--- config.mk ---
export PLATFORM = sky130hd
export DESIGN_NAME = render_top
export DESIGN_NICKNAME = d
export VERILOG_FILES = /design/src/common/raster_pkg.sv /design/src/common/frag_if.sv /design/src/rtl/render_top.sv /design/src/fb/frame_buffer.sv /design/src/raster/rect_raster.sv /design/src/rtl/frame_ctrl.sv
export VERILOG_INCLUDE_DIRS = /design/src /design/src/common
export SDC_FILE = /design/constraint.sdc
export NUM_CORES = 2
export LEC_CHECK = 0
export BUFFER_PORTS_ARGS = -buffer_cell sky130_fd_sc_hd__buf_2
export CAP_MARGIN = 20
export CORE_UTILIZATION = 53
export CTS_CLUSTER_SIZE = 24
export DETAILED_ROUTE_END_ITERATION = 7
export HOLD_SLACK_MARGIN = 0.06
export PLACE_DENSITY = 0.68
export SLEW_MARGIN = 20
export SYNTH_ARGS = -nofsm -noshare
export SYNTH_HDL_FRONTEND = slang
export SYNTH_SLANG_ARGS = --single-unit
--- constraint.sdc ---
create_clock -name clk_100m -period 20.6 [get_ports clk_100m]
set_input_delay 4.12 -clock clk_100m [delete_from_list [all_inputs] [get_ports clk_100m]]
set_output_delay 4.12 -clock clk_100m [all_outputs]
set_load 0.005 [all_outputs]
--- src/common/raster_cfg.svh ---
`ifndef RASTER_CFG_SVH
`define RASTER_CFG_SVH

// screen size in pixels
`define RASTER_SCREEN_W 32'd16
`define RASTER_SCREEN_H 32'd12

// pixel address, covers all 192 pixels
`define RASTER_ADDR_W 8

// one x or y coordinate
`define RASTER_COORD_W 4

// depth and colour index widths
`define RASTER_DEPTH_W 12
`define RASTER_COLOR_W 4

// objects per frame
`define RASTER_COUNT_W 8

`endif
--- src/common/raster_pkg.sv ---
`include "raster_cfg.svh"

package raster_pkg;

    // frame sequencer states
    typedef enum logic [1:0] {
        IDLE,
        CLEAR_FB,
        RENDER,
        DONE
    } frame_state_t;

    // screen-space rectangle, corners inclusive
    // x0 sits in the top bits, color in the bottom bits
    typedef struct packed {
        logic [`RASTER_COORD_W-1:0] x0;
        logic [`RASTER_COORD_W-1:0] y0;
        logic [`RASTER_COORD_W-1:0] x1;
        logic [`RASTER_COORD_W-1:0] y1;
        // smaller is nearer
        logic [`RASTER_DEPTH_W-1:0] depth;
        // palette index
        logic [`RASTER_COLOR_W-1:0] color;
    } rect_obj_t;

endpackage

--- src/common/frag_if.sv ---
`timescale 1ns/1ps
`include "raster_cfg.svh"

// fragment stream, raster to framebuffer
interface frag_if;

    // handshake
    logic valid;
    logic ready;

    // payload, held from valid until transfer
    logic [`RASTER_ADDR_W-1:0]  addr;
    logic [`RASTER_DEPTH_W-1:0] depth;
    logic [`RASTER_COLOR_W-1:0] color;

    // raster side
    modport producer (output valid, output addr, output depth, output color, input ready);

    // framebuffer side
    modport consumer (input valid, input addr, input depth, input color, output ready);

endinterface

--- src/rtl/render_top.sv ---
`timescale 1ns/1ps
`include "raster_cfg.svh"

module render_top import raster_pkg::*; (
    input  logic                       clk_100m,
    input  logic                       i_rst,
    input  logic                       i_frame_start,
    input  logic [`RASTER_COUNT_W-1:0] i_num_objects,
    input  logic                       i_obj_valid,
    input  logic [`RASTER_COORD_W-1:0] i_obj_x0,
    input  logic [`RASTER_COORD_W-1:0] i_obj_y0,
    input  logic [`RASTER_COORD_W-1:0] i_obj_x1,
    input  logic [`RASTER_COORD_W-1:0] i_obj_y1,
    input  logic [`RASTER_DEPTH_W-1:0] i_obj_depth,
    input  logic [`RASTER_COLOR_W-1:0] i_obj_color,
    input  logic [`RASTER_ADDR_W-1:0]  i_rd_addr,
    output logic                       o_obj_ready,
    output logic                       o_frame_done,
    output logic                       o_busy,
    output logic [`RASTER_COLOR_W-1:0] o_rd_color,
    output logic [`RASTER_DEPTH_W-1:0] o_rd_depth
);

    rect_obj_t obj_in;
    rect_obj_t raster_obj;
    logic      raster_valid;
    logic      raster_ready;
    logic      clear_start;
    logic      clear_done;

    // raster to framebuffer fragments
    frag_if frag_bus ();

    // flat object fields into one struct
    assign obj_in = '{
        x0:    i_obj_x0,
        y0:    i_obj_y0,
        x1:    i_obj_x1,
        y1:    i_obj_y1,
        depth: i_obj_depth,
        color: i_obj_color
    };

    frame_ctrl u_frame_ctrl (
        .clk_100m       (clk_100m),
        .i_rst          (i_rst),
        .i_frame_start  (i_frame_start),
        .i_num_objects  (i_num_objects),
        .i_obj_valid    (i_obj_valid),
        .i_obj          (obj_in),
        .i_raster_ready (raster_ready),
        .i_clear_done   (clear_done),
        .o_obj_ready    (o_obj_ready),
        .o_raster_valid (raster_valid),
        .o_raster_obj   (raster_obj),
        .o_clear_start  (clear_start),
        .o_frame_done   (o_frame_done),
        .o_busy         (o_busy)
    );

    rect_raster u_rect_raster (
        .clk_100m    (clk_100m),
        .i_rst       (i_rst),
        .i_obj_valid (raster_valid),
        .i_obj       (raster_obj),
        .o_obj_ready (raster_ready),
        .frag        (frag_bus.producer)
    );

    frame_buffer u_frame_buffer (
        .clk_100m      (clk_100m),
        .i_rst         (i_rst),
        .i_clear_start (clear_start),
        .i_rd_addr     (i_rd_addr),
        .o_clear_done  (clear_done),
        .o_rd_color    (o_rd_color),
        .o_rd_depth    (o_rd_depth),
        .frag          (frag_bus.consumer)
    );

endmodule

--- src/fb/frame_buffer.sv ---
`timescale 1ns/1ps
`include "raster_cfg.svh"

module frame_buffer (
    input  logic                       clk_100m,
    input  logic                       i_rst,
    input  logic                       i_clear_start,
    input  logic [`RASTER_ADDR_W-1:0]  i_rd_addr,
    output logic                       o_clear_done,
    output logic [`RASTER_COLOR_W-1:0] o_rd_color,
    output logic [`RASTER_DEPTH_W-1:0] o_rd_depth,
    frag_if.consumer                   frag
);

    localparam int ADDR_W = `RASTER_ADDR_W;
    localparam int PIX_N  = `RASTER_SCREEN_W * `RASTER_SCREEN_H;

    // colour and depth planes
    logic [`RASTER_COLOR_W-1:0] color_mem [PIX_N];
    logic [`RASTER_DEPTH_W-1:0] depth_mem [PIX_N];

    // clear sweep
    logic              clr_active_q;
    logic [ADDR_W-1:0] clr_addr_q;
    logic              clr_last;

    logic frag_fire;
    logic depth_pass;

    assign clr_last = (clr_addr_q == ADDR_W'(PIX_N - 1));

    // stalls fragments only while sweeping
    assign frag.ready = !clr_active_q;
    assign frag_fire  = frag.valid && frag.ready;

    // strictly nearer wins, equal depth keeps the old pixel
    assign depth_pass = (frag.depth < depth_mem[frag.addr]);

    always_ff @(posedge clk_100m) begin
        if (i_rst) begin
            clr_active_q <= 1'b0;
            clr_addr_q   <= '0;
            o_clear_done <= 1'b0;
        end else begin
            o_clear_done <= 1'b0;
            if (i_clear_start) begin
                clr_active_q <= 1'b1;
                clr_addr_q   <= '0;
            end else if (clr_active_q) begin
                clr_addr_q <= clr_addr_q + ADDR_W'(1);
                // done pulses the cycle after the last address
                if (clr_last) begin
                    clr_active_q <= 1'b0;
                    o_clear_done <= 1'b1;
                end
            end
        end
    end

    // single write port shared by sweep and fragments
    always_ff @(posedge clk_100m) begin
        if (clr_active_q) begin
            // cleared pixel: colour 0, farthest depth
            color_mem[clr_addr_q] <= '0;
            depth_mem[clr_addr_q] <= '1;
        end else if (frag_fire && depth_pass) begin
            color_mem[frag.addr] <= frag.color;
            depth_mem[frag.addr] <= frag.depth;
        end
    end

    // display stand-in
    // one cycle latency
    always_ff @(posedge clk_100m) begin
        o_rd_color <= color_mem[i_rd_addr];
        o_rd_depth <= depth_mem[i_rd_addr];
    end

endmodule

--- src/raster/rect_raster.sv ---
`timescale 1ns/1ps
`include "raster_cfg.svh"

module rect_raster import raster_pkg::*; (
    input  logic      clk_100m,
    input  logic      i_rst,
    input  logic      i_obj_valid,
    input  rect_obj_t i_obj,
    output logic      o_obj_ready,
    frag_if.producer  frag
);

    localparam int ADDR_W = `RASTER_ADDR_W;

    typedef enum logic {
        RAST_IDLE,
        RAST_EMIT
    } rast_state_t;

    rast_state_t state_q;

    // current pixel
    logic [`RASTER_COORD_W-1:0] x_q;
    logic [`RASTER_COORD_W-1:0] y_q;

    // latched rectangle, y0 only needed at accept
    logic [`RASTER_COORD_W-1:0] x0_q;
    logic [`RASTER_COORD_W-1:0] x1_q;
    logic [`RASTER_COORD_W-1:0] y1_q;
    logic [`RASTER_DEPTH_W-1:0] depth_q;
    logic [`RASTER_COLOR_W-1:0] color_q;

    logic obj_fire;
    logic frag_fire;
    logic row_end;
    logic last_frag;

    // take a new rectangle only when idle
    assign o_obj_ready = (state_q == RAST_IDLE);
    assign obj_fire    = i_obj_valid && o_obj_ready;

    // payload comes straight from registers, stable until transfer
    assign frag.valid = (state_q == RAST_EMIT);
    assign frag.addr  = ADDR_W'(y_q) * ADDR_W'(`RASTER_SCREEN_W) + ADDR_W'(x_q);
    assign frag.depth = depth_q;
    assign frag.color = color_q;
    assign frag_fire  = frag.valid && frag.ready;

    assign row_end   = (x_q == x1_q);
    assign last_frag = row_end && (y_q == y1_q);

    always_ff @(posedge clk_100m) begin
        if (i_rst) begin
            state_q <= RAST_IDLE;
        end else if (obj_fire) begin
            state_q <= RAST_EMIT;
        end else if (frag_fire && last_frag) begin
            // bottom-right corner transferred
            state_q <= RAST_IDLE;
        end
    end

    // scan position and payload
    always_ff @(posedge clk_100m) begin
        if (obj_fire) begin
            x_q     <= i_obj.x0;
            y_q     <= i_obj.y0;
            x0_q    <= i_obj.x0;
            x1_q    <= i_obj.x1;
            y1_q    <= i_obj.y1;
            depth_q <= i_obj.depth;
            color_q <= i_obj.color;
        end else if (frag_fire) begin
            // x first, then wrap to next row
            if (row_end) begin
                x_q <= x0_q;
                y_q <= y_q + `RASTER_COORD_W'(1);
            end else begin
                x_q <= x_q + `RASTER_COORD_W'(1);
            end
        end
    end

endmodule

--- src/rtl/frame_ctrl.sv ---
`timescale 1ns/1ps
`include "raster_cfg.svh"

module frame_ctrl import raster_pkg::*; (
    input  logic                       clk_100m,
    input  logic                       i_rst,
    input  logic                       i_frame_start,
    input  logic [`RASTER_COUNT_W-1:0] i_num_objects,
    input  logic                       i_obj_valid,
    input  rect_obj_t                  i_obj,
    input  logic                       i_raster_ready,
    input  logic                       i_clear_done,
    output logic                       o_obj_ready,
    output logic                       o_raster_valid,
    output rect_obj_t                  o_raster_obj,
    output logic                       o_clear_start,
    output logic                       o_frame_done,
    output logic                       o_busy
);

    frame_state_t state_q;
    frame_state_t state_d;

    // frame object count and objects admitted so far
    logic [`RASTER_COUNT_W-1:0] num_objs_q;
    logic [`RASTER_COUNT_W-1:0] admitted_q;

    logic all_admitted;
    logic admit_open;
    logic obj_fire;
    logic frame_go;

    // the one count test, also catches zero-object frames
    assign all_admitted = (admitted_q == num_objs_q);

    // object handshake only in RENDER with objects left
    assign admit_open     = (state_q == RENDER) && !all_admitted;
    assign o_raster_valid = admit_open && i_obj_valid;
    assign o_obj_ready    = admit_open && i_raster_ready;
    assign o_raster_obj   = i_obj;
    assign obj_fire       = o_raster_valid && o_obj_ready;

    // start only taken while idle
    assign frame_go = (state_q == IDLE) && i_frame_start;

    assign o_frame_done = (state_q == DONE);
    assign o_busy       = (state_q == CLEAR_FB) || (state_q == RENDER);

    always_comb begin
        state_d = state_q;
        case (state_q)
            IDLE: begin
                if (i_frame_start) begin
                    state_d = CLEAR_FB;
                end
            end
            CLEAR_FB: begin
                // empty frame skips render
                if (i_clear_done) begin
                    state_d = all_admitted ? DONE : RENDER;
                end
            end
            RENDER: begin
                // raster ready means the last object has drained
                if (all_admitted && i_raster_ready) begin
                    state_d = DONE;
                end
            end
            default: begin
                state_d = IDLE;
            end
        endcase
    end

    always_ff @(posedge clk_100m) begin
        if (i_rst) begin
            state_q       <= IDLE;
            num_objs_q    <= '0;
            admitted_q    <= '0;
            o_clear_start <= 1'b0;
        end else begin
            state_q <= state_d;
            // one-cycle pulse on entry to CLEAR_FB
            o_clear_start <= frame_go;
            if (frame_go) begin
                num_objs_q <= i_num_objects;
                admitted_q <= '0;
            end else if (obj_fire) begin
                admitted_q <= admitted_q + `RASTER_COUNT_W'(1);
            end
        end
    end

endmodule

==> impl_results.md <==
- Result of the run: finished, final reports clean
- Pin count of the biggest net entering global routing: 125
- Per-cell routed wire length: 41.7 microns
- Post-layout nets: 6472
- Buffer and inverter count on the worst path: 5
- Area Growth Syn to Fin: 12.6%
- Worst setup timing slack at the placement stage: 10.15 ns
- Count of placed standard cells in the final layout, fillers left out: 10182
- Syn. warnings: 0
- # Max-Cap Violations: 0
- Post-synth top flop: sky130_fd_sc_hd__edfxtp_1
- Final setup violation count: 0
- Die Footprint: 267000 sq um
- Number of antenna violations at the first check in global routing: 31
- Via count of the first global-routing pass: 73408
- Top-level port count: 71
- Level count of the clock H-tree: 5
- Post-synthesis instance total: 6147
- Sort of element at the end of the critical path: flop
- Number of flops mapped to enable cells by yosys: 3108
- Final HPWL DP: 248000 microns
- CTS clk-pin slew, worst paths: 0.06 ns
- Worst slew pin tran: 1.20 ns
- Cells traversed along the worst timing path: buf_4, buf_4, buf_4, buf_4, mux4_2, mux4_2, mux4_2, nand2_1, a21oi_1, a21oi_1, ha_1, a21o_1, a41oi_1, nor2b_1, o21ai_0, nand3_2, or4_1, a21oi_2, buf_4
- Power share of the sequential group: 49.3%
- TritonCTS clock tree: built
- Number of rows in the core area: 188
- Wire length of the first global-routing pass: 585000 microns
- Portion of netlist area occupied by mux cells: 28.1%
- Setup slack after layout: 10.63 ns
- Fraction of the mapped netlist area in compound gates: 1.71%
- Initial cell density of the core: 53.4%
- Chip Height: 516 microns
- Max VDD drop: 0.0998 mV
- Buffer cell driving the clock tree root: sky130_fd_sc_hd__clkbuf_16
- Number of DRC markers in iteration 0: 12985
- Path type of the worst min-delay path: flop to flop
- Remaining antenna violation count: 0
- Fraction of power spent switching nets: 22.8%
- FFs w/ async S/R, synth: 0%
- Summed negative setup slack over all endpoints: 0 ns
- DR DRC count: 0
- Layout cell share with drive strength beyond 1: 42.3%
- Clock Latency Late Sink: 1.01 ns
- Internal power: 11.0 mW
- Power density relative to cell area: 90.6 nW/um^2
- Final Routed Wirelength: 424000 microns
- Sinks on the clock net: 3154
- Longest individual stage delay on the worst path: 1.20 ns
- DRT Pass-1 Iters: 7
- Final setup skew: 0.0810 ns
- Number of buffers added on ports: 70
- Combinational family with the most area after synthesis: multiplexers
- Final period utilization: 48.4%
- Cell Area, Synth: 140000 sq um
- Classification of the worst setup path: flop to flop
- Global placement routability congestion: 1.04
- Total count of hold-check failures in the final report: 0
- Worst EP required: 21.25 ns
- Clock buffer count from CTS: 341
- Number of nets produced by synthesis: 6218
- RSZ-0062 raised after global routing: false
- Die Wd: 516 microns
- Arrival time of the worst setup path: 10.62 ns
- Instance count on the critical path: 19
- Per-cell via count in the routed design: 7.40
- GRT Residual Overflow: 0
- Area inside the core boundary: 263000 sq um
- Clock Power Share: 42.0%
- Seq/Total Area, Yosys: 67.2%
- Resize count post-CTS: 0
- Worst hold stages: 1
- Reg2Reg Depth: 19
- Count of unique library cells instantiated by Yosys: 56
- Slowest cell on crit path: sky130_fd_sc_hd__or4_1
- Global routing usage summed across all routing layers: 32.2%
- Relative contribution of combinational cells to total power: 8.7%
- Maximum clock frequency: 100 MHz
- Critical path's top delay family: buffers and inverters
- Max transition margin: 19.7%
- Post CTS Setup Buffer Count: 0
- Placed instance count: 9566
- Number of register bits inferred by synthesis: 3154
- Critical path fanouts, max: 44
- Post-synthesis share of cell area spent on xor and xnor gates: 0.187%
- Post-cts hold buffer count: 0
- Clock period minus worst slack: 9.97 ns
- Most used cell, CP: sky130_fd_sc_hd__buf_4
- Clk buf depth: 4
- Simple-gate portion of the synthesized area: 1.07%
- Power spent charging and discharging nets: 3.26 mW
- Leakage: 51.7 nW
- Via count: 75396
- Worst-case hold slack: 0.515 ns
- Mean instance size in the synthesized netlist: 22.8 sq um
- Worst setup SP type: flop
- Slew Viols, Final: 0
- Synthesized-area fraction occupied by adder cells: 0.170%
-- cell families after synthesis --
group	after synthesis
AND/OR/NAND/NOR	310
multiplexers	1777
buffers and inverters	496
XOR/XNOR	30
flip-flops	3154
AO/OA/AOI/OAI	361
adder cells (fa/ha/maj)	19
-- sequential cells by signal (all words and copies together), names as in the netlist, 2 cells and up --
signal	flops
u_frame_buffer.o_rd_depth	12
u_frame_buffer.depth_mem	2304
u_rect_raster.x0_q	4
u_rect_raster.x_q	4
u_frame_buffer.o_rd_color	4
u_frame_ctrl.admitted_q	8
u_rect_raster.frag.color	4
u_frame_buffer.clr_addr_q	8
u_rect_raster.y_q	4
u_frame_ctrl.num_objs_q	8
u_rect_raster.x1_q	4
u_rect_raster.y1_q	4
u_rect_raster.frag.depth	12
u_frame_ctrl.state_q	2
u_frame_buffer.color_mem	768
-- routing by layer --
layer | up-vias | wire, microns | global-route usage [%]
li1 | 27998 | - | -
met3 | 894 | 56300 | 9.16
met2 | 5570 | 191000 | 46.7
met1 | 40924 | 154000 | 45.6
met5 | - | 111 | 0.180
met4 | 10 | 22100 | 14.7
-- power groups by stage --
stage               clock (mW)  sequential (mW)  combinational (mW)
global placement             0             7.18                1.22
global route              6.28             7.05                1.29
floorplan                    0             7.17               0.821
detailed placement           0             7.18                1.23
finish                    6.00             7.05                1.25
CTS                       6.05             7.05                1.23
-- cell type report --
type                       count  area (sq um)
antenna                        8          20.0
clock buffer                 420          9050
clock inverter               181          1740
fill                       18104        105000
inverter                       9          41.3
multi-input combinational   2497         45100
sequential                  3154         94300
tap                         3515          4400
timing repair buffer         398          3170
-- metrics by stage --
stage	util [%]	power, mW	instance area, sq um
final	60.1	14.3	158000
after global routing	60.1	14.6	158000
after CTS	60.0	14.3	158000
after detailed placement	55.9	8.41	147000
after global placement	55.8	8.41	147000
after floorplan	-	7.99	140000
-- Yosys cell counts (all sizes together) (3+ instances only) --
master / instances / area (sq um)
ha: 19 / 238
and3: 9 / 56.3
buf: 192 / 985
mux4: 1729 / 38900
o31a: 3 / 26.3
or4: 3 / 22.5
nor2: 42 / 158
a221oi: 5 / 43.8
a2111oi: 5 / 43.8
o211ai: 11 / 82.6
a21oi: 78 / 390
dfxtp: 46 / 921
a211oi: 30 / 225
a22oi: 131 / 983
a32oi: 3 / 26.3
o21ai: 63 / 315
clkbuf: 295 / 1110
a22o: 8 / 70.1
nand3: 37 / 185
or3: 17 / 106
mux2i: 46 / 460
nor4: 6 / 37.5
o22ai: 6 / 37.5
inv: 7 / 26.3
a31oi: 4 / 25.0
nand4: 19 / 119
o2111ai: 3 / 26.3
edfxtp: 3108 / 93300
xnor2: 13 / 114
nand2: 109 / 409
and2: 9 / 56.3
xor2: 17 / 149
nor3: 17 / 85.1
nor2b: 23 / 144
nand2b: 13 / 81.3
-- path summary, 6_finish.rpt --
check / startpoint / to / slack (ns)
worst max-delay path: u_rect_raster.x_q[0] / u_frame_buffer.depth_mem[125][4] / 10.63
worst min-delay path: u_frame_ctrl.num_objs_q[4] / u_frame_ctrl.num_objs_q[4] / 0.51
worst max register to register: u_rect_raster.x_q[0] / u_frame_buffer.depth_mem[125][4] / 10.63
worst min register to register: u_frame_ctrl.num_objs_q[4] / u_frame_ctrl.num_objs_q[4] / 0.51
-- layout by cell type, fill, tap and decap left out, drive strengths merged, types with 30 or more instances in the layout --
master	n
a211oi	30
dfxtp	46
edfxtp	3108
mux4	1729
a22oi	131
nand2	109
buf	398
nor2	42
a21oi	78
bufinv	33
o21ai	63
clkinv	131
mux2i	46
clkbuf	420
nand3	37
Note: power is estimated with default switching activity, not from simulation.
